[src/source/vec_pkg.sv]
package vec_pkg;

   // lane geometry
   localparam int V_LANES       = 4;
   localparam int ELEM_W        = 32;
   localparam int NUM_VREGS     = 8;
   localparam int ROWS_PER_LANE = 8;
   localparam int MAX_VL        = V_LANES * ROWS_PER_LANE;

   // host port
   localparam int AXI_ADDR_W = 5;

   // derived field widths
   localparam int LANE_W  = $clog2(V_LANES);
   localparam int ROW_W   = $clog2(ROWS_PER_LANE);
   localparam int REG_W   = $clog2(NUM_VREGS);
   localparam int VL_W    = $clog2(MAX_VL + 1);
   localparam int EADDR_W = 11;

   // element-wise operations, vs1 op vs2
   typedef enum logic [2:0] {
      VOP_ADD = 3'd0,
      VOP_SUB = 3'd1,
      VOP_AND = 3'd2,
      VOP_OR  = 3'd3,
      VOP_XOR = 3'd4,
      // shift amount is the low 5 bits of vs2
      VOP_SLL = 3'd5
   } vop_e;

   // register byte offsets
   localparam logic [AXI_ADDR_W-1:0] REG_CTRL   = 5'h00;
   localparam logic [AXI_ADDR_W-1:0] REG_VL     = 5'h04;
   localparam logic [AXI_ADDR_W-1:0] REG_EADDR  = 5'h08;
   localparam logic [AXI_ADDR_W-1:0] REG_EDATA  = 5'h0C;
   localparam logic [AXI_ADDR_W-1:0] REG_STATUS = 5'h10;

   // response codes
   localparam logic [1:0] RESP_OKAY   = 2'b00;
   localparam logic [1:0] RESP_SLVERR = 2'b10;

endpackage

[src/source/vec_axil_dispatch.sv]
`timescale 1ns/1ns

module vec_axil_dispatch (
   input  logic                           clk,
   input  logic                           reset,
   input  logic                           awvalid,
   input  logic [vec_pkg::AXI_ADDR_W-1:0] awaddr,
   output logic                           awready,
   input  logic                           wvalid,
   input  logic [31:0]                    wdata,
   output logic                           wready,
   output logic                           bvalid,
   input  logic                           bready,
   output logic [1:0]                     bresp,
   input  logic                           any_busy,
   output logic [vec_pkg::EADDR_W-1:0]    eaddr,
   output logic                           wr_en,
   output logic [vec_pkg::V_LANES-1:0]    wr_lane_sel,
   output logic [vec_pkg::REG_W-1:0]      wr_reg,
   output logic [vec_pkg::ROW_W-1:0]      wr_row,
   output logic [vec_pkg::ELEM_W-1:0]     wr_data,
   output logic                           start,
   output vec_pkg::vop_e                  op,
   output logic [vec_pkg::REG_W-1:0]      vd,
   output logic [vec_pkg::REG_W-1:0]      vs1,
   output logic [vec_pkg::REG_W-1:0]      vs2,
   output logic [vec_pkg::VL_W-1:0]       vl
);
   import vec_pkg::*;

   logic accept;
   logic bad;
   logic wr_elem;

   // address and data are taken together, never while a lane is working
   assign accept  = awvalid && wvalid && !bvalid && !any_busy;
   assign awready = accept;
   assign wready  = accept;

   always_comb
   begin
      case (awaddr)
         REG_CTRL:  bad = (wdata[2:0] > VOP_SLL);
         REG_VL:    bad = (wdata > MAX_VL);
         REG_EADDR: bad = 1'b0;
         REG_EDATA: bad = 1'b0;
         // status is read only
         default:   bad = 1'b1;
      endcase
   end

   assign wr_elem = accept && (awaddr == REG_EDATA);

   // op start goes out in the accept cycle so busy rises one cycle later
   assign start = accept && (awaddr == REG_CTRL) && !bad;
   assign op    = vop_e'(wdata[2:0]);
   assign vd    = wdata[6:4];
   assign vs1   = wdata[10:8];
   assign vs2   = wdata[14:12];

   always_ff @(posedge clk)
   begin
      if (reset)
      begin
         bvalid <= 1'b0;
         bresp  <= RESP_OKAY;
         vl     <= '0;
         eaddr  <= '0;
         wr_en  <= 1'b0;
      end
      else
      begin
         wr_en <= wr_elem;
         if (accept)
         begin
            bvalid <= 1'b1;
            bresp  <= bad ? RESP_SLVERR : RESP_OKAY;
            if (!bad && (awaddr == REG_VL))
            begin
               vl <= wdata[VL_W-1:0];
            end
            if (!bad && (awaddr == REG_EADDR))
            begin
               // register number and element index only
               eaddr <= {wdata[10:8], 3'b000, wdata[4:0]};
            end
         end
         else if (bready)
         begin
            bvalid <= 1'b0;
         end
      end
   end

   // element index splits into lane (low bits) and row (high bits)
   always_ff @(posedge clk)
   begin
      if (wr_elem)
      begin
         wr_lane_sel <= V_LANES'(1) << eaddr[LANE_W-1:0];
         wr_reg      <= eaddr[10:8];
         wr_row      <= eaddr[LANE_W +: ROW_W];
         wr_data     <= wdata;
      end
   end

   // write response and its code stay put until the host takes them
   assert property (@(posedge clk) disable iff (reset)
      bvalid && !bready |=> bvalid && $stable(bresp));

endmodule

[config.mk]
export PLATFORM = sky130hd
export DESIGN_NAME = vec_axil_dispatch
export DESIGN_NICKNAME = d
export VERILOG_FILES = /design/src/source/vec_pkg.sv /design/src/source/vec_axil_dispatch.sv
export SDC_FILE = /design/constraint.sdc
export NUM_CORES = 1
export LEC_CHECK = 0
export ABC_AREA = 1
export BUFFER_PORTS_ARGS = -buffer_cell sky130_fd_sc_hd__clkbuf_2
export CORE_ASPECT_RATIO = 1.2
export CORE_MARGIN = 10
export CORE_UTILIZATION = 47
export CTS_BUF_LIST = sky130_fd_sc_hd__clkbuf_4
export DETAILED_ROUTE_END_ITERATION = 10
export GPL_TIMING_DRIVEN = 1
export PLACE_DENSITY = 0.83
export SYNTH_ARGS = -nofsm -noshare
export SYNTH_HDL_FRONTEND = slang
export SYNTH_SLANG_ARGS = --single-unit
[constraint.sdc]
create_clock -name clk -period 3.5 [get_ports clk]
set_input_delay 0 -clock clk [delete_from_list [all_inputs] [get_ports clk]]
set_output_delay 0 -clock clk [all_outputs]
set_load 0.01 [all_outputs]
==> results.toml <==
[setup_path]
critPathCaptureType = "flop"
critPathArrivalTime_ns = 2.18
rr_worst_depth = 5
path_max_fanout = 42
critical_path.max_stage_delay_ns = 0.90
path_class = "flop to flop"
cpLargestDelayFamily = "simple AND/OR/NAND/NOR gates"
crit_required_ns = 3.51
critPathBufInv = 1
cpMaxStageDelayCell = "nor2_4"
cp-start-kind = "flop"
cp.depth = 5
path_cells = "nor2_1 > nand3_2 > inv_2 > nand4_4 > nor2_4"

[timing]
min_period_ns = 2.17
hold_viol = 0
rsz0062_at_grt = "false"
fmax_mhz = 461
holdWs_ns = 0.0160
tightest_slew_ns = 1.15
relSlewSlack_pct = 23.2
finalCritPeriodShare_pct = 61.9
setup_violations = 0
fin_tns_setup_ns = 0
setup_slack_ns = 1.33
slew_viol_final = 0
skew_ns = 0.00977

[global_routing]
grtUsageTotal_pct = 15.4
grtUsageMet1_pct = 15.8
grt_pass1_wl_um = 10200
grt_util_met2_pct = 26.7
gr-total-overflow = 0
grt_pass1_vias = 2002
top_usage_layer = "met2"
met3_usage_pct = 6.12
grt_max_degree = 43
antenna_found_initial = 0

[floorplan]
placementRows = 28
die_h_um = 97.4
die_w_um = 84.5
core_area_um2 = 4870
initial_core_util_pct = 48.2
ios = 121
floorplan.die_area_um2 = 8230

[hold_path]
hold_class = "input pin to flop"
min_path_cells = 4

[pwr]
p_int_uw = 1080
power_density_nw_per_um2 = 411
switching_share_pct = 21.8
irDropWorstVdd_mv = 0.282
p_total_uw = 1390
clkPwrFrac_pct = 37.8
seqPwrFrac_pct = 53.9
p_sw_uw = 302
comb_power_share_pct = 8.2
p_leak_uw = 0.00155

[cts]
root_buffer = "clkbuf_4"
cts_tree = "yes"
clkTransAtPathRegs_ns = 0.09
hold_buffers = 35
ctsResizeCount = 0
cts.sinks = 59
clock_latency_ns = 0.39
cts_buffer_depth = 2
cts_buffers = 9
postCtsSetupBuffers = 0
htree_levels = 3

[layout]
mostFrequentLayoutCells = "116 x clkbuf_2, 42 x edfxtp_1, 36 x nor2_1, 35 x dlygate4sd3_1, 25 x inv_1"
final_common_cell = "clkbuf_2"
largest_register = "wr_data"
fin_area_um2 = 3370
drive_gt1_share_pct = 40.7
fill_cells = 368
area_growth_pct = 43.9
largest_register_ffs = 32
fin_nets = 390
antenna_cells = 0
top_regs = "wr_data (32), eaddr (8), vl (6)"

[placed_design]
dpl.hpwl_um = 4690
place_ws_ns = 1.34
place_area_um2 = 2880
place.gp.congestion = 0.802
port_buffers = 116

[route]
post_drt_via_cell_ratio = 4.63
post_drt_wl_per_cell_um = 15.3
wl_um = 6290
drt_iter0_markers = 78
drtPass1Iterations = 4
via_count = 1902
drc = 0
detail-route-antenna-nets = 0

[job]
max_cap_violations = 0

[yosys]
ys_ff_latch = 59
syn-instance-count = 201
synth_compound_gate_area_share_pct = 4.54
synth_mux_area_share_pct = 0
synthDistinctLibCells = 25
synth_area_um2 = 2340
synth-xor-area-share_pct = 0
synth_top_family_by_area = "simple AND/OR/NAND/NOR gates"
synthAdderAreaFrac_pct = 0
yosys_warnings = 0
seq_area_frac_synth_pct = 68.3
yosys.area_share.simple_pct = 16.5
syn_avg_cell_area_um2 = 11.7

[status]
status = "finished clean"
[metrics by stage]
step	util, %	std cells
3_3_place_gp	59.0	361
6_report	69.3	411
4_1_cts	69.3	411
2_1_floorplan	-	204
3_5_place_dp	59.0	361
5_1_grt	69.3	411
[routing by layer]
layer  routed length, um  vias up
li1                    -      951
met1                2360      842
met2                3190       94
met3                 574       15
met4                 161        0
met5                   0        -
[cell usage after synthesis]
cell type	instances	share of area (%)
o21ai_0	3	0.64
buf_2	1	0.21
o21ai_2	2	0.75
nand3_1	3	0.64
nand3_2	1	0.43
nand2_2	1	0.27
buf_6	1	0.48
nor2_1	37	5.9
nor3_1	5	1.1
edfxtp_1	42	54
inv_1	25	4.0
nand4_1	7	1.9
nand4_4	1	0.91
o21ai_1	3	0.64
inv_2	2	0.32
nand2_1	22	3.5
a21oi_2	2	0.75
a21oi_1	4	0.85
conb_1	1	0.16
a31oi_4	1	0.91
nand3_4	1	0.75
nor2_4	1	0.48
dfxtp_1	17	15
nor3_4	1	0.69
buf_4	17	5.4
[kinds of logic (layout without fill, tap and decap cells)]
kind of cell,count (synthesis),after routing
other cells,1,4
buf+inv,46,193
simple gates,80,80
compound gates,15,15
flops,59,59
[power groups by stage]
stage	logic, uW	registers [uW]	clock network [uW]
floorplan	44.7	765	0
global placement	80.8	764	0
detailed placement	83.8	764	0
CTS	115	748	537
global route	127	748	563
finish	114	748	524
[layout make-up]
cell class | count | area (um2) | share of cell area, %
sequential | 59 | 1600 | 47.5
timing repair buffer | 151 | 931 | 27.6
multi-input combinational | 99 | 517 | 15.3
inverter | 27 | 101 | 3.00
clock inverter | 6 | 81.3 | 2.41
tap | 60 | 75.1 | 2.22
clock buffer | 9 | 67.6 | 2.00
[worst paths after layout]
path | start | to | slack [ns]
max | bvalid$_SDFFE_PP0P_ | wr_data[14]$_DFFE_PP_ | 1.33
min reg2reg | eaddr[9]$_SDFFE_PP0P_ | wr_reg[1]$_DFFE_PP_ | 0.47
min | awaddr[0] | wr_en$_SDFF_PP0_ | 0.02
max reg2reg | bvalid$_SDFFE_PP0P_ | wr_data[14]$_DFFE_PP_ | 1.33
[worst reg2reg max path: cells and delay by family, from the launching register on]
kind                   cells  cell delay (ns)
and+or+nand+nor            4             1.31
DFF                        1             0.33
buffers and inverters      1             0.14
No activity file was read; power rests on OpenSTA's default activity.
