--- src/source/vec_pkg.sv ---
package vec_pkg;

   // lane geometry
   localparam int V_LANES       = 4;
   localparam int ELEM_W        = 32;
   localparam int NUM_VREGS     = 8;
   localparam int ROWS_PER_LANE = 8;
   localparam int MAX_VL        = V_LANES * ROWS_PER_LANE;

   // host port
   localparam int AXI_ADDR_W = 5;

   // derived field widths
   localparam int LANE_W  = $clog2(V_LANES);
   localparam int ROW_W   = $clog2(ROWS_PER_LANE);
   localparam int REG_W   = $clog2(NUM_VREGS);
   localparam int VL_W    = $clog2(MAX_VL + 1);
   localparam int EADDR_W = 11;

   // element-wise operations, vs1 op vs2
   typedef enum logic [2:0] {
      VOP_ADD = 3'd0,
      VOP_SUB = 3'd1,
      VOP_AND = 3'd2,
      VOP_OR  = 3'd3,
      VOP_XOR = 3'd4,
      // shift amount is the low 5 bits of vs2
      VOP_SLL = 3'd5
   } vop_e;

   // register byte offsets
   localparam logic [AXI_ADDR_W-1:0] REG_CTRL   = 5'h00;
   localparam logic [AXI_ADDR_W-1:0] REG_VL     = 5'h04;
   localparam logic [AXI_ADDR_W-1:0] REG_EADDR  = 5'h08;
   localparam logic [AXI_ADDR_W-1:0] REG_EDATA  = 5'h0C;
   localparam logic [AXI_ADDR_W-1:0] REG_STATUS = 5'h10;

   // response codes
   localparam logic [1:0] RESP_OKAY   = 2'b00;
   localparam logic [1:0] RESP_SLVERR = 2'b10;

endpackage

--- src/source/vec_lane.sv ---
`timescale 1ns/1ns

module vec_lane #(
   parameter int LANE_ID = 0
) (
   input  logic                         clk,
   input  logic                         reset,
   input  logic                         wr_en,
   input  logic [vec_pkg::V_LANES-1:0]  wr_lane_sel,
   input  logic [vec_pkg::REG_W-1:0]    wr_reg,
   input  logic [vec_pkg::ROW_W-1:0]    wr_row,
   input  logic [vec_pkg::ELEM_W-1:0]   wr_data,
   input  logic                         start,
   input  vec_pkg::vop_e                op,
   input  logic [vec_pkg::REG_W-1:0]    vd,
   input  logic [vec_pkg::REG_W-1:0]    vs1,
   input  logic [vec_pkg::REG_W-1:0]    vs2,
   input  logic [vec_pkg::VL_W-1:0]     vl,
   input  logic [vec_pkg::REG_W-1:0]    rd_reg,
   input  logic [vec_pkg::ROW_W-1:0]    rd_row,
   output logic [vec_pkg::ELEM_W-1:0]   rd_data,
   output logic                         busy
);
   import vec_pkg::*;

   // this lane's slice, element e at row e / V_LANES
   logic [ELEM_W-1:0] vrf [NUM_VREGS][ROWS_PER_LANE];

   vop_e              op_q;
   logic [REG_W-1:0]  vd_q;
   logic [REG_W-1:0]  vs1_q;
   logic [REG_W-1:0]  vs2_q;
   logic [VL_W-1:0]   vl_q;
   logic [ROW_W-1:0]  row_q;
   logic [VL_W-1:0]   vl_m1;
   logic [ROW_W-1:0]  last_row;
   logic [VL_W-1:0]   elem_idx;
   logic [ELEM_W-1:0] src_a;
   logic [ELEM_W-1:0] src_b;
   logic [ELEM_W-1:0] result;

   assign rd_data  = vrf[rd_reg][rd_row];
   assign src_a    = vrf[vs1_q][row_q];
   assign src_b    = vrf[vs2_q][row_q];
   assign vl_m1    = vl_q - 1'b1;
   // all lanes step the same number of rows
   assign last_row = vl_m1[LANE_W +: ROW_W];
   assign elem_idx = VL_W'(row_q * V_LANES + LANE_ID);

   always_comb
   begin
      case (op_q)
         VOP_ADD: result = src_a + src_b;
         VOP_SUB: result = src_a - src_b;
         VOP_AND: result = src_a & src_b;
         VOP_OR:  result = src_a | src_b;
         VOP_XOR: result = src_a ^ src_b;
         VOP_SLL: result = src_a << src_b[4:0];
         default: result = '0;
      endcase
   end

   always_ff @(posedge clk)
   begin
      if (start)
      begin
         op_q  <= op;
         vd_q  <= vd;
         vs1_q <= vs1;
         vs2_q <= vs2;
         vl_q  <= vl;
      end
   end

   always_ff @(posedge clk)
   begin
      if (reset)
      begin
         busy  <= 1'b0;
         row_q <= '0;
         for (int r = 0; r < NUM_VREGS; r++)
         begin
            for (int w = 0; w < ROWS_PER_LANE; w++)
            begin
               vrf[r][w] <= '0;
            end
         end
      end
      else
      begin
         if (start)
         begin
            // zero length finishes at once
            busy  <= (vl != '0);
            row_q <= '0;
         end
         else if (busy)
         begin
            // tail elements past vl keep their old value
            if (elem_idx < vl_q)
            begin
               vrf[vd_q][row_q] <= result;
            end
            if (row_q == last_row)
            begin
               busy <= 1'b0;
            end
            else
            begin
               row_q <= row_q + 1'b1;
            end
         end
         if (wr_en && wr_lane_sel[LANE_ID])
         begin
            vrf[wr_reg][wr_row] <= wr_data;
         end
      end
   end

   // the dispatcher holds off the host while any lane runs
   assert property (@(posedge clk) disable iff (reset) busy |-> !start);
   assert property (@(posedge clk) disable iff (reset) busy |-> !wr_en);

endmodule

--- config.mk ---
export PLATFORM = sky130hd
export DESIGN_NAME = vec_lane
export DESIGN_NICKNAME = d
export VERILOG_FILES = /design/src/source/vec_pkg.sv /design/src/source/vec_lane.sv
export SDC_FILE = /design/constraint.sdc
export NUM_CORES = 2
export LEC_CHECK = 0
export ABC_AREA = 0
export ABC_CLOCK_PERIOD_IN_PS = 10100
export BUFFER_PORTS_ARGS = -buffer_cell sky130_fd_sc_hd__buf_2
export CORE_UTILIZATION = 33
export CTS_CLUSTER_SIZE = 12
export DETAILED_ROUTE_END_ITERATION = 8
export PLACE_DENSITY_LB_ADDON = 0.05
export SYNTH_ARGS = -nofsm -noshare
export SYNTH_HDL_FRONTEND = slang
export SYNTH_SLANG_ARGS = --single-unit
--- constraint.sdc ---
create_clock -name clk -period 10.1 [get_ports clk]
set_input_delay 2.525 -clock clk [delete_from_list [all_inputs] [get_ports clk]]
set_output_delay 2.525 -clock clk [all_outputs]
set_load 0.02 [all_outputs]
==> metrics.md <==
| Metric | Value |
|---|---|
| CP Launch Type | `register` |
| Worst-path clk slew | `0.06 ns` |
| Die ar. | `430,000 µm²` |
| Final net count | `11.0k` |
| Crit path time final | `9.46 ns` |
| Die H | `655 µm` |
| H-tree Lvls | `5` |
| Setup Crit Path Kind | `reg -> reg` |
| Layout area overhead | `13.4%` |
| Fin area | `160,000 µm²` |
| Vias per cell | `7.26` |
| Placed Area | `151,000 µm²` |
| Post-route ant nets | `0` |
| Static leakage | `53.9 nW` |
| Hold crit path type | `reg -> reg` |
| Routed vias | `122k` |
| Initial antenna violation count | `123` |
| Failing checks | `capacitance limit, slew limit` |
| Status | `finished, violations left` |
| I/O Buffers | `99` |
| Setup_tns | `0 ns` |
| Yosys cell types | `103` |
| Largest net degree at the start of global routing | `80` |
| Commonest cells after routing, fill and taps aside | `edfxtp_1, mux4_2, nand2_1` |
| Post-Route WL | `896,000 µm` |
| Row count | `239` |
| Post-synth EDFFs | `2,066` |
| Mapped Cells | `11.2k` |
| Starting density of the core | `33.2%` |
| Fill cell count | `40.2k` |
| Tcrit/Tclk final | `93.7%` |
| Syn Area/Cell | `12.6 µm²` |
| Routed len/inst | `53.2 µm` |
| CTS buffer count | `275` |
| Slew Viols, Final | `1` |
| Layout Skew | `0.0530 ns` |
| Grt total ovfl | `0` |
| Max-cap violations | `1` |
| Core footprint | `424,000 µm²` |
| Mapped Area | `141,000 µm²` |
| Clock Sinks | `2,076` |
| CP Max Fanout | `64` |
| Slew @ Worst Pin | `1.50 ns` |
| Crit path DAT | `10.14 ns` |
| Hold path startpoint | `vs1_q[2]$_DFFE_PP_` |
| Syn nets | `11.4k` |
| Pwr dens | `173 nW/µm²` |
| VDD IR max | `0.133 mV` |
| Slew headroom | `-0.316%` |
| Worst path required time | `10.78 ns` |
| First drt pass iteration count | `8` |
| Share of cells above drive strength 1 | `28.3%` |
| Yosys warnings | `0` |
| Hold buffer count at cts | `0` |
| Inst Count DP | `16.2k` |
| First-pass GRT wire length | `1,150,000 µm` |
| Setup Buffers After CTS | `0` |
| Detailed Place HPWL | `592,000 µm` |
| Longest Clk Path Bufs | `4` |
| Final Setup Violations | `0` |
| Gr usage total | `40.7%` |
| Root buffer cell | `clkbuf_16` |
| Register area share after synthesis | `44.2%` |
| Hold slack | `0.479 ns` |
| PostCTS Resize Cnt | `0` |
| CP endpoint kind | `register` |
| IO Count | `103` |
| CTS tree | `done` |
| #FFs+latches synth | `2,076` |
| Vias in the first global route | `112k` |
| Width of the die | `655 µm` |
| CP peak stage delay | `0.76 ns` |
| Remaining DRCs | `0` |
| Clk_lat worst skew | `0.99 ns` |
| DR iter-0 viols | `23.0k` |
| Layout Cells excl Fill | `16.8k` |
| Total Power | `27.6 mW` |
| Fmax | `106 MHz` |
| Post-synth ARST share | `0%` |
| Most common cell after layout, fill and taps aside | `edfxtp_1` |
| Final Hold Viols | `0` |
| Most used DFF post-synth | `edfxtp_1` |
| RSZ-0062 raised after global routing | `no` |
| Gp weighted congestion | `0.990` |
| Slowest CP cell | `nor2_4` |
per-layer routing:
layer | wire length [µm] | global-route usage [%]
met5 | 1060 | 1.44
met4 | 55600 | 22.0
met3 | 132000 | 18.4
met2 | 375000 | 57.6
met1 | 333000 | 51.5
final timing paths:
path / end / slack [ns] / cells past startpoint
worst min register to register: register / 0.48 / 1
worst min-delay path: register / 0.48 / 1
worst max-delay path: vrf[1][61]$_DFFE_PP_ / 0.64 / 25
worst max register to register: vrf[1][61]$_DFFE_PP_ / 0.64 / 25
power breakdown:
part	switching, mW	internal [mW]	leakage, nW
clock network	4.31	5.53	4.14
registers	0.307	9.78	21.5
logic	5.45	2.27	28.3
total	10.1	17.6	53.9
cells by family (layout without fill, tap and decap cells):
family | count (synthesis) | count (layout) | synth area share, %
xor gates and xnor gates | 63 | 63 | 0.392
adders and majority gates | 108 | 108 | 0.964
and+or+nand+nor | 2215 | 2215 | 6.79
other | 0 | 130 | 0
muxes | 2198 | 2198 | 28.7
DFF | 2076 | 2076 | 44.2
buffers and inverters | 1529 | 1393 | 4.72
AOI/OAI and AO/OA | 2998 | 2998 | 14.3
layout make-up:
cell class                 count  area [µm²]  share of cell area, %
antenna                      130         325                  0.204
clock buffer                 351        7440                   4.66
clock inverter               133        1010                  0.632
inverter                      84         329                  0.206
multi-input combinational   7582       74300                   46.5
sequential                  2076       62300                   39.0
tap                         5663        7090                   4.43
timing repair buffer         825        7010                   4.39
through the flow:
step	worst slack, ns	utilization, %
6_report	0.640	37.7
5_1_grt	0.590	37.6
4_1_cts	1.12	37.6
3_5_place_dp	1.13	35.6
3_3_place_gp	1.15	35.6
2_1_floorplan	2.11	-
synthesized netlist by cell type (all sizes together), types with 38 or more instances:
cell type / n / area, µm²
or3: 82 / 518
nand2: 1399 / 5250
edfxtp: 2066 / 62000
a22oi: 207 / 1560
mux2: 56 / 631
inv: 82 / 308
mux2i: 675 / 6760
a21oi: 130 / 662
o22ai: 118 / 738
a22o: 860 / 7530
ha: 107 / 1340
o21ai: 1407 / 7270
nor3: 112 / 581
xnor2: 48 / 420
buf: 495 / 2760
nand4: 38 / 238
nand3: 101 / 505
nor2: 308 / 1170
mux4: 1467 / 33000
a221oi: 44 / 398
clkbuf: 950 / 3570
flip-flops by register name (all words and copies together), names as in the netlist, named ones only:
register and cells:
vl_q 6, op_q 3, row_q 3, vrf 2048
vs1_q 3, busy 1, vd_q 3, vs2_q 3
critical path, delay by kind of cell, from the launching register on:
family                   cells  cell delay (ns)
AO/OA/AOI/OAI               10             2.53
XOR/XNOR                     2             0.38
adder cells (fa/ha/maj)      1             0.30
buffers and inverters        3             1.13
flip-flops                   1             0.53
AND/OR/NAND/NOR              9             3.84
No activity file was read; power rests on OpenSTA's default activity.
