[config.mk]
export PLATFORM = sky130hd
export DESIGN_NAME = vec_readback
export DESIGN_NICKNAME = d
export VERILOG_FILES = /design/src/source/vec_pkg.sv /design/src/source/vec_readback.sv
export SDC_FILE = /design/constraint.sdc
export NUM_CORES = 1
export LEC_CHECK = 0
export BUFFER_PORTS_ARGS = -buffer_cell sky130_fd_sc_hd__buf_2
export CAP_MARGIN = 15
export CELL_PAD_IN_SITES_DETAIL_PLACEMENT = 1
export CELL_PAD_IN_SITES_GLOBAL_PLACEMENT = 2
export CORE_MARGIN = 10
export CORE_UTILIZATION = 22
export DETAILED_ROUTE_END_ITERATION = 10
export PLACE_DENSITY_LB_ADDON = 0.1
export SLEW_MARGIN = 15
export SYNTH_ARGS = -nofsm -noshare
export SYNTH_HDL_FRONTEND = slang
export SYNTH_SLANG_ARGS = --single-unit
[constraint.sdc]
create_clock -name clk -period 3.4 [get_ports clk]
set_clock_uncertainty 0.15 [all_clocks]
set_input_delay 0.34 -clock clk [delete_from_list [all_inputs] [get_ports clk]]
set_output_delay 0.34 -clock clk [all_outputs]
set_load 0.005 [all_outputs]
[src/source/vec_pkg.sv]
package vec_pkg;

   // lane geometry
   localparam int V_LANES       = 4;
   localparam int ELEM_W        = 32;
   localparam int NUM_VREGS     = 8;
   localparam int ROWS_PER_LANE = 8;
   localparam int MAX_VL        = V_LANES * ROWS_PER_LANE;

   // host port
   localparam int AXI_ADDR_W = 5;

   // derived field widths
   localparam int LANE_W  = $clog2(V_LANES);
   localparam int ROW_W   = $clog2(ROWS_PER_LANE);
   localparam int REG_W   = $clog2(NUM_VREGS);
   localparam int VL_W    = $clog2(MAX_VL + 1);
   localparam int EADDR_W = 11;

   // element-wise operations, vs1 op vs2
   typedef enum logic [2:0] {
      VOP_ADD = 3'd0,
      VOP_SUB = 3'd1,
      VOP_AND = 3'd2,
      VOP_OR  = 3'd3,
      VOP_XOR = 3'd4,
      // shift amount is the low 5 bits of vs2
      VOP_SLL = 3'd5
   } vop_e;

   // register byte offsets
   localparam logic [AXI_ADDR_W-1:0] REG_CTRL   = 5'h00;
   localparam logic [AXI_ADDR_W-1:0] REG_VL     = 5'h04;
   localparam logic [AXI_ADDR_W-1:0] REG_EADDR  = 5'h08;
   localparam logic [AXI_ADDR_W-1:0] REG_EDATA  = 5'h0C;
   localparam logic [AXI_ADDR_W-1:0] REG_STATUS = 5'h10;

   // response codes
   localparam logic [1:0] RESP_OKAY   = 2'b00;
   localparam logic [1:0] RESP_SLVERR = 2'b10;

endpackage

[src/source/vec_readback.sv]
`timescale 1ns/1ns

module vec_readback (
   input  logic                                    clk,
   input  logic                                    reset,
   input  logic                                    arvalid,
   input  logic [vec_pkg::AXI_ADDR_W-1:0]          araddr,
   output logic                                    arready,
   output logic                                    rvalid,
   input  logic                                    rready,
   output logic [31:0]                             rdata,
   output logic [1:0]                              rresp,
   input  logic [vec_pkg::EADDR_W-1:0]             eaddr,
   input  logic [vec_pkg::V_LANES*vec_pkg::ELEM_W-1:0] lane_rd_data,
   input  logic                                    any_busy,
   output logic [vec_pkg::REG_W-1:0]               rd_reg,
   output logic [vec_pkg::ROW_W-1:0]               rd_row
);
   import vec_pkg::*;

   logic [LANE_W-1:0] lane_sel;
   logic [ELEM_W-1:0] elem;

   assign rd_reg   = eaddr[10:8];
   assign rd_row   = eaddr[LANE_W +: ROW_W];
   assign lane_sel = eaddr[LANE_W-1:0];
   assign elem     = lane_rd_data[lane_sel*ELEM_W +: ELEM_W];
   // one read outstanding at a time
   assign arready  = !rvalid;

   always_ff @(posedge clk)
   begin
      if (reset)
      begin
         rvalid <= 1'b0;
      end
      else if (arvalid && arready)
      begin
         rvalid <= 1'b1;
      end
      else if (rready)
      begin
         rvalid <= 1'b0;
      end
   end

   always_ff @(posedge clk)
   begin
      if (arvalid && arready)
      begin
         rresp <= RESP_OKAY;
         case (araddr)
            REG_EDATA:  rdata <= elem;
            REG_STATUS: rdata <= {31'b0, any_busy};
            REG_EADDR:  rdata <= 32'(eaddr);
            default:
            begin
               // ctrl and vl are write only
               rdata <= '0;
               rresp <= RESP_SLVERR;
            end
         endcase
      end
   end

   assert property (@(posedge clk) disable iff (reset)
      rvalid && !rready |=> rvalid && $stable(rdata));

endmodule

==> results.yml, run 1 <==
yosys:
  synth-seq-cells: 34
  synth_most_common_cell: "edfxtp_1"
  synthesis.nets: 284
  yosys.area.top_type: "edfxtp_1"
  seq_area_frac_synth: 0.4491
  syn-cell-area_sq_um: 2251
  number_of_flops_mapped_to_enable_cells_by_yosys: 33
  synth_flop_cell: "edfxtp_1"
  synth_cell_types: 28
  synth_largest_type_area_fraction: 0.4402
  yosys-top-cells-area: "edfxtp_1 44%, mux4_2 28%, and3_1 6.1%"
  synth.top_cells.by_count: "33 x edfxtp_1, 28 x mux4_2, 22 x and3_1"
  synthesis.yosys.warnings: 0
  syn-instance-count: 135
  synth_area_per_cell_sq_um: 16.67
  ys_async_sr_fraction: 0
critical_path:
  critPathSlowestCell: "buf_2"
  cp_max_fo: 26
  cp_top_family: "buffers and inverters"
  crit_path_cell_trace: "buf_2 > buf_4 > mux4_2 > and3_1"
  reg2reg_setup_slack_ns: 1.68
  cp.required_ns: 3.30
  critPathLaunchType: "input pin"
  critical_path.max_stage_delay_ns: 0.63
  cp.buffers_inverters: 2
  worstSetupPathType: "input pin to register"
  crit_end_category: "register"
  worstPathArrival_ns: 2.04
timing:
  hold_violations: 0
  slew-limit-headroom: 0.3182
  rsz0062_at_grt: "false"
  max_clock_freq_ghz: 0.4653
  final-setup-viol-count: 0
  final_max_slew_viol_count: 0
  period_share: 0.6321
  max_slew.worst_pin.slew_ns: 1.021
  setup_total_negative_slack_ns: 0
  min_period_ns: 2.149
global_route:
  grt_start_max_net_pins: 34
  grt_pass1_vias: 2343
  globalRouteTotalUtil: 0.1156
  initial_antenna_violation_count: 0
  grt_pass1_wl_mm: 13.13
  grt_overflow_total: 0
place:
  place_inst: 438
  numPortBuffers: 189
  place.gp.congestion: 0.7352
  place.detailed.hpwl_mm: 7.289
floorplan:
  floorplan.initialDensity: 0.2282
  floorplan.rows: 36
  ios: 191
  placeableCoreArea_sq_um: 9864
  die_area_sq_um: 14680
  die_height_um: 121.2
  die_outline_width_um: 121.2
power_and_ir_drop:
  net-switching-power_mw: 0.2611
  power_density_nw_per_um2: 311.4
  internal_power_mw: 0.7698
  clock_power_share: 0.292
  p_leak_nw: 1.582
  seqPwrFrac: 0.475
  switching_share_of_power: 0.2533
  power.share.combinational: 0.232
  power.ir.vdd_worst_uv: 141.6
drt:
  route.final.wire_length_mm: 8.896
  drt_pre_antenna_iters: 3
  highest-signal-layer: "met4"
  dr.first_iter.drc_count: 64
  detail_route.drc_violations: 0
  detail-route-antenna-nets: 0
  via_density_per_instance: 4.448
  m1WireLength_mm: 3.570
  routed-wl-met3_mm: 1.037
  route.detailed.wl_per_inst_um: 19.95
  route.vias.total: 1984
  routed-wl-met2_mm: 4.237
clock_tree:
  cts.clk_slew.worst_paths_ns: 0.08
  htree_levels: 2
  cts_resized: 0
  clock_tree_from_tritoncts: "yes"
  cts_post_setup_buffers_inserted: 0
  cts_buffers: 5
  clk_root_buffer_cell: "clkbuf_8"
  tritoncts_num_sinks: 34
  source_to_sink_clock_delay_at_the_later_pin_of_the_worst_skew_pair_ns: 0.28
  post_cts_hold_buffer_count: 0
  cts_buffer_depth: 2
outcome:
  status: "completed"
cells_and_area:
  layout.cells.non_filler: 446
  diodes: 0
  nets_final: 461
  syn_to_final_growth_pct: 47.08
  layout_cells_sized_above_1: 0.7380
min_path:
  holdCritPathClass: "input pin to register"
run:
  cap_viol_max_count: 0
## power by group through the flow
stage | registers, mW | logic, mW | clock network, mW
final | 0.490 | 0.239 | 0.302
after global routing | 0.493 | 0.264 | 0.339
after CTS | 0.491 | 0.246 | 0.318
after detailed placement | 0.500 | 0.245 | 0
after global placement | 0.499 | 0.243 | 0
after floorplan | 0.504 | 0.120 | 0
## layout make-up
class | instances | area [sq um]
Clock buffer | 6 | 72.57
Clock inverter | 2 | 10.01
Fill cell | 1128 | 6554
Inverter | 1 | 3.754
Multi-Input combinational cell | 79 | 1086
Sequential cell | 34 | 1011
Tap cell | 133 | 166.4
Timing Repair Buffer | 191 | 960.9
## cells by family (layout without fill, tap and decap cells)
logic type,Yosys count,count (layout),synth area share
AND/OR/NAND/NOR,31,31,0.09783
AO/OA/AOI/OAI,14,14,0.05114
other,1,1,0.001666
buffers and inverters,22,200,0.07559
multiplexers,33,33,0.3246
flip-flops,34,34,0.4491
## cells in the final DEF, fill, tap and decap left out, types with 2 or more instances in the layout
| master | instances |
|---|---|
| edfxtp_1 | 33 |
| mux4_2 | 28 |
| clkinv_2 | 2 |
| buf_2 | 189 |
| clkbuf_8 | 5 |
| mux4_1 | 3 |
| buf_4 | 2 |
| and3_1 | 22 |
| a22o_1 | 9 |
| nor2_1 | 2 |
## flip-flops by register name (all words and copies together), names as in the netlist
signal	flops
rdata	32
rresp	1
rvalid	1
## final timing paths
path,startpoint,end,depth (start not counted)
worst max-delay path,eaddr[0],rdata[12],4
worst min register to register,rvalid,rvalid,2
worst max register to register,rvalid,rdata[13],1
worst min-delay path,reset,rvalid,2
## metrics by stage
stage	setup slack (ns)	total power, mW	hold slack, ns	util	instance area, sq um
6_report	1.251	1.031	0.07081	0.3356	3311
5_1_grt	1.102	1.096	0.05990	0.3356	3311
4_1_cts	1.165	1.054	0.06183	0.3356	3311
3_5_place_dp	0.8471	0.7453	0.3698	0.3272	3228
3_3_place_gp	0.8797	0.7415	0.3660	0.3272	3228
2_1_floorplan	0.9820	0.6236	0.2685	-	2251
## routing by layer
metal	track usage	vias up
li1	-	924
met1	0.1352	942
met2	0.1847	114
met3	0.06235	4
met4	0.02235	0
met5	0	-
Note: power is estimated with default switching activity, not from simulation.
==> inputs of run 2 (changes only) <==
==> constraint.sdc (replaced) <==
create_clock -name clk -period 2.15 [get_ports clk]
set_clock_uncertainty 0.15 [all_clocks]
set_input_delay 0.215 -clock clk [delete_from_list [all_inputs] [get_ports clk]]
set_output_delay 0.215 -clock clk [all_outputs]
set_load 0.005 [all_outputs]
==> run 2 against run 1 <==
Worst hold slack improved by 0.0038 ns; critical path depth unchanged; global-route usage increased by 0.70 points; clock power increased by 66%; combinational power increased by 65%; routed wire length increased by 3.1%; setup slack got worse by 0.69 ns; final area increased by 2.8%; flip-flop and latch count unchanged; register-to-register slack got worse by 1.1 ns; largest cell class unchanged.
==> results.yml, run 2 (synthesis gave the netlist of run 1 again) <==
floorplan:
  floorplan.initialDensity: 0.2282
  die_outline_width_um: 121.2
  die_area_sq_um: 14680
  ios: 191
  floorplan.rows: 36
  die_height_um: 121.2
  placeableCoreArea_sq_um: 9864
min_path:
  worstHoldEndpoint: "rdata[7]"
  holdCritPathClass: "input pin to register"
  holdCritStartpoint: "eaddr[7]"
  min_delay_path_depth: 2
critical_path:
  critPathSlowestCell: "dlygate4sd3_1"
  critical_path.max_stage_delay_ns: 0.58
  crit-reg2reg-launch: "rvalid"
  cp_max_fo: 1
  path_common_cell: "dlygate4sd3_1"
  cp.required_ns: 2.23
  reg2reg_setup_slack_ns: 0.59
  crit_end_category: "register"
  worstPathArrival_ns: 1.67
  critPathLaunchType: "input pin"
  crit_path_cell_trace: "dlygate4sd3_1 > buf_2 > a211oi_1 > dlygate4sd3_1"
  ff2ff_path_depth: 2
  rr_endpoint: "rdata[5]"
  worstSetupPathType: "input pin to register"
drt:
  route.final.wire_length_mm: 9.172
  detail-route-antenna-nets: 0
  route.vias.total: 2025
  drt_pre_antenna_iters: 4
  dr.first_iter.drc_count: 44
  via_density_per_instance: 4.470
  detail_route.drc_violations: 0
  route.detailed.wl_per_inst_um: 20.25
cells_and_area:
  nets_final: 468
  multi_input_area_sq_um: 1086
  layout_cells_sized_above_1: 0.7375
  area.sequential_sq_um: 1011
  top_regs: "rdata (32), rresp (1), rvalid (1)"
  final_util: 0.3449
  largest_register_ffs: 32
  syn_to_final_growth_pct: 51.14
  diodes: 0
  final_cell_mix: "189 x buf_2, 33 x edfxtp_1, 28 x mux4_2"
  layout_fillers: 1137
  largest-register: "rdata"
  final_cell_area_sq_um: 3402
  layout_commonest_cell: "buf_2"
timing:
  setup_total_negative_slack_ns: 0
  hold_violations: 0
  final-setup-viol-count: 0
  min_period_ns: 1.586
  final_max_slew_viol_count: 0
  period_share: 0.7377
  max_clock_freq_ghz: 0.6305
  rsz0062_at_grt: "false"
global_route:
  grt_pass1_vias: 2413
  grt_start_max_net_pins: 27
  initial_antenna_violation_count: 0
  grt_pass1_wl_mm: 13.88
  globalRouteTotalUtil: 0.1227
  grt_overflow_total: 0
clock_tree:
  cts_buffers: 5
  clk_root_buffer_cell: "clkbuf_8"
  source_to_sink_clock_delay_at_the_later_pin_of_the_worst_skew_pair_ns: 0.28
  htree_levels: 2
  cts_buffer_depth: 2
  cts_resized: 0
  tritoncts_num_sinks: 34
  cts.clk_slew.worst_paths_ns: 0.08
  clock_tree_from_tritoncts: "yes"
place:
  place.gp.congestion: 0.7261
  placed_cell_area_sq_um: 3291
  numPortBuffers: 189
  place.detailed.hpwl_mm: 7.907
power_and_ir_drop:
  p_leak_nw: 1.629
  design_power_total_mw: 1.669
  power.ir.vdd_worst_uv: 188.5
  power_density_nw_per_um2: 490.7
run:
  cap_viol_max_count: 0
outcome:
  status: "completed"
run 2: cell count changes in the layout (fill, tap and decap cells not counted), sizes merged:
cell,change
buf,+5
dlygate4sd3,+2
clkbuf,+1
clkinv,-1
run 2: how the worst max path moves through the flow:
stage	startpoint	endpoint	slack (ns)	depth (start not counted)
6_report	reset	rvalid	0.56	4
5_1_grt	rvalid	rdata[6]	0.45	2
4_1_cts	rvalid	rdata[5]	0.54	2
3_5_place_dp	eaddr[0]	rdata[8]	0.32	4
3_3_place_gp	eaddr[0]	rdata[10]	0.33	4
2_1_floorplan	rvalid	rdata[0]	0.36	1
run 2: per-layer routing:
layer	GRT usage	part of all wire	vias to the layer above
met5	0	0	-
met4	0.02235	0.0036	0
met3	0.06282	0.11	2
met2	0.2173	0.51	112
met1	0.1283	0.38	976
li1	-	-	935
run 2: critical path: cells and delay by family:
family,cells,cell delay [ns]
AO/OA/AOI/OAI,1,0.21
buffers and inverters,3,1.24
run 2: power by group:
part	switching (mW)	internal, mW
Clock	0.242	0.259
Sequential	0.00969	0.764
Combinational	0.153	0.241
Total	0.405	1.26
run 2: what timing repair did:
item / 4_1_cts / 5_1_grt
buffers inserted: 0 / 0
hold buffers: 2 / 0
hold endpoints to repair: 1 / 0
run 2: metrics by stage:
stage / setup slack, ns / hold WS [ns] / cells
floorplan: 0.3578 / 0.1435 / 135
global placement: 0.3343 / 0.2400 / 443
detailed placement: 0.3181 / 0.2425 / 443
CTS: 0.5443 / 0.06700 / 453
global route: 0.4517 / 0.05439 / 453
finish: 0.5640 / 0.07463 / 453
run 2: layout make-up:
cell class / count / area share
Tap cell: 133 / 0.04892
Sequential cell: 34 / 0.2972
Clock buffer: 7 / 0.02538
Timing Repair Buffer: 198 / 0.3067
Clock inverter: 1 / 0.001471
Inverter: 1 / 0.001103
Multi-Input combinational cell: 79 / 0.3192
==> inputs of run 3 (changes only) <==
--- a/config.mk
+++ b/config.mk
@@ -5,12 +5,13 @@
 export SDC_FILE = /design/constraint.sdc
 export NUM_CORES = 1
 export LEC_CHECK = 0
+export ABC_AREA = 1
 export BUFFER_PORTS_ARGS = -buffer_cell sky130_fd_sc_hd__buf_2
 export CAP_MARGIN = 15
 export CELL_PAD_IN_SITES_DETAIL_PLACEMENT = 1
 export CELL_PAD_IN_SITES_GLOBAL_PLACEMENT = 2
 export CORE_MARGIN = 10
-export CORE_UTILIZATION = 22
+export CORE_UTILIZATION = 19
 export DETAILED_ROUTE_END_ITERATION = 10
 export PLACE_DENSITY_LB_ADDON = 0.1
 export SLEW_MARGIN = 15
==> constraint.sdc (replaced) <==
create_clock -name clk -period 1.5 [get_ports clk]
set_clock_uncertainty 0.15 [all_clocks]
set_input_delay 0.15 -clock clk [delete_from_list [all_inputs] [get_ports clk]]
set_output_delay 0.15 -clock clk [all_outputs]
set_load 0.005 [all_outputs]
==> run 3 against run 2 <==
Total power up 65%; clock-buffer cell count rose by 1; die area grew 19%; routed wire length is 28% higher; largest cell class unchanged; global-route usage up 0.68 points; via count grew 43%; combinational power increased by 61%; sequential power is 45% higher; final area increased by 7.7%; largest power group unchanged; flip-flop and latch count unchanged; critical path type is now register to register.
==> results.yml, run 3 <==
outcome:
  status: "completed"
yosys:
  synth-seq-cells: 34
  yosys.area.top_type: "edfxtp_1"
  syn-cell-area_sq_um: 2385
  ys_async_sr_fraction: 0
  synthesis.yosys.warnings: 0
  synth_largest_type_area_fraction: 0.4155
  synth_flop_cell: "edfxtp_1"
  synth_area_per_cell_sq_um: 6.994
  number_of_flops_mapped_to_enable_cells_by_yosys: 33
  synth.top_cells.by_count: "85 x nor2_1, 75 x nand2_1, 33 x edfxtp_1"
  syn-instance-count: 341
  synth_most_common_cell: "nor2_1"
  seq_area_frac_synth: 0.4239
  synth_cell_types: 19
  synthesis.nets: 490
  yosys-top-cells-area: "edfxtp_1 42%, nor2_1 13%, nand2_1 12%"
global_route:
  grt_pass1_wl_mm: 18.02
  grt_pass1_vias: 3224
  grt_overflow_total: 0
  globalRouteTotalUtil: 0.1294
  initial_antenna_violation_count: 1
  grt_start_max_net_pins: 45
timing:
  rsz0062_at_grt: "false"
  final-setup-viol-count: 0
  period_share: 0.8385
  setup_total_negative_slack_ns: 0
  min_period_ns: 1.258
  hold_violations: 0
  final_max_slew_viol_count: 0
  max_clock_freq_ghz: 0.7951
floorplan:
  placeableCoreArea_sq_um: 12160
  die_outline_width_um: 132.0
  floorplan.initialDensity: 0.1961
  floorplan.rows: 40
  die_area_sq_um: 17430
  die_height_um: 132.0
  ios: 191
cells_and_area:
  top_regs: "rdata (32), rresp (1), rvalid (1)"
  nets_final: 673
  diodes: 0
  final_cell_mix: "189 x buf_2, 85 x nor2_1, 74 x nand2_1"
  layout_fillers: 1600
  largest-register: "rdata"
  final_util: 0.3013
  area.sequential_sq_um: 1011
  multi_input_area_sq_um: 1134
  largest_register_ffs: 32
  layout_cells_sized_above_1: 0.4152
  final_cell_area_sq_um: 3665
  syn_to_final_growth_pct: 53.67
  layout_commonest_cell: "buf_2"
drt:
  detail-route-antenna-nets: 0
  dr.first_iter.drc_count: 108
  drt_pre_antenna_iters: 4
  highest-signal-layer: "met5"
  detail_route.drc_violations: 0
  route.vias.total: 2901
  routed-wl-met3_um: 815
  via_density_per_instance: 4.186
  route.final.wire_length_mm: 11.74
  routed-wl-met2_mm: 5.646
  route.detailed.wl_per_inst_um: 16.94
  m1WireLength_mm: 5.191
power_and_ir_drop:
  power.ir.vdd_worst_uv: 364.1
  clock_power_share: 0.365
  p_leak_nw: 1.792
  power.share.combinational: 0.230
  seqPwrFrac: 0.405
  switching_share_of_power: 0.2670
  design_power_total_mw: 2.762
  power_density_nw_per_um2: 753.8
  internal_power_mw: 2.025
  net-switching-power_mw: 0.7375
run:
  cap_viol_max_count: 0
place:
  placed_cell_area_sq_um: 3488
  numPortBuffers: 189
  place.detailed.hpwl_mm: 9.165
  place.gp.congestion: 0.7615
clock_tree:
  tritoncts_num_sinks: 34
  clk_root_buffer_cell: "clkbuf_16"
  cts_post_setup_buffers_inserted: 0
  htree_levels: 2
  cts.clk_slew.worst_paths_ns: 0.06
  clock_tree_from_tritoncts: "yes"
  source_to_sink_clock_delay_at_the_later_pin_of_the_worst_skew_pair_ns: 0.27
  cts_buffers: 5
  cts_buffer_depth: 2
critical_path:
  crit_end_category: "register"
  cp_max_fo: 33
  cp.required_ns: 1.31
  reg2reg_setup_slack_ns: 0.24
  worstPathArrival_ns: 1.07
  critPathLaunchType: "register"
  worstSetupPathType: "register to register"
min_path:
  holdCritPathClass: "input pin to register"
==> run 3: changes by cell type in the layout (fill, tap and decap cells not counted), moves of 4 or more <==
cell and change:
nor2_2 +4, clkbuf_8 -6, o21ai_1 +24, nand2_1 +74, nand3_1 +30, nor2_1 +83
o21ai_0 +17, a21oi_1 +21, buf_4 +5, and3_1 -22, clkbuf_16 +5, mux4_2 -28
inv_1 +9, a22o_1 -9
==> run 3: cell families (layout without fill, tap and decap cells) <==
group	Yosys count	in the layout	share of synthesized area
AOI/OAI and AO/OA	64	64	0.1343
buffers and inverters	43	227	0.1018
DFF	34	34	0.4239
other	1	1	0.001572
and+or+nand+nor	199	199	0.3384
==> run 3: metrics by stage <==
stage	setup slack (ns)	cells	hold WS (ns)
2_1_floorplan	0.03331	341	0.06907
3_3_place_gp	0.1367	681	0.1569
3_5_place_dp	0.08063	681	0.1585
4_1_cts	0.2418	693	0.001491
5_1_grt	0.1989	693	0.01005
6_report	0.2422	693	0.0007891
==> run 3: path summary, 6_finish.rpt <==
path,start,end,depth (start not counted)
setup / recovery,rvalid,rdata[29],4
setup reg to reg,rvalid,rdata[29],4
hold reg to reg,rvalid,rvalid,3
hold / removal,eaddr[6],rdata[6],3
==> run 3: area by class of cell <==
class                   count  share of cell area
well taps                 168             0.05736
multi-input cells         264              0.3093
repair buffers            206              0.3059
clock buffers               8             0.03721
flip-flops and latches     34              0.2759
inverters                  13             0.01434
==> run 3: routing by layer <==
metal,track usage,vias up
li1,-,1475
met4,0.02040,2
met1,0.1554,1303
met3,0.04306,7
met2,0.2218,114
met5,0,-
==> run 3: worst max-delay path, cell delays in order, from the launching register on <==
cell and delay, ns:
dfxtp_1 0.30, inv_1 0.09, nand2_2 0.08, clkinvlp_4 0.08
buf_12 0.21
==> run 3: timing repair <==
action / 4_1_cts / 5_1_grt
hold buffers: 4 / 0
endpoints found under the hold margin: 3 / 0
gates resized for setup: 0 / 0
==> run 3: power by group through the flow <==
stage	clock (mW)	sequential, mW	combinational, mW
after floorplan	0	1.15	0.274
after global placement	0	1.14	0.643
after detailed placement	0	1.14	0.646
after CTS	1.06	1.12	0.657
after global routing	1.10	1.12	0.725
final	1.01	1.12	0.635
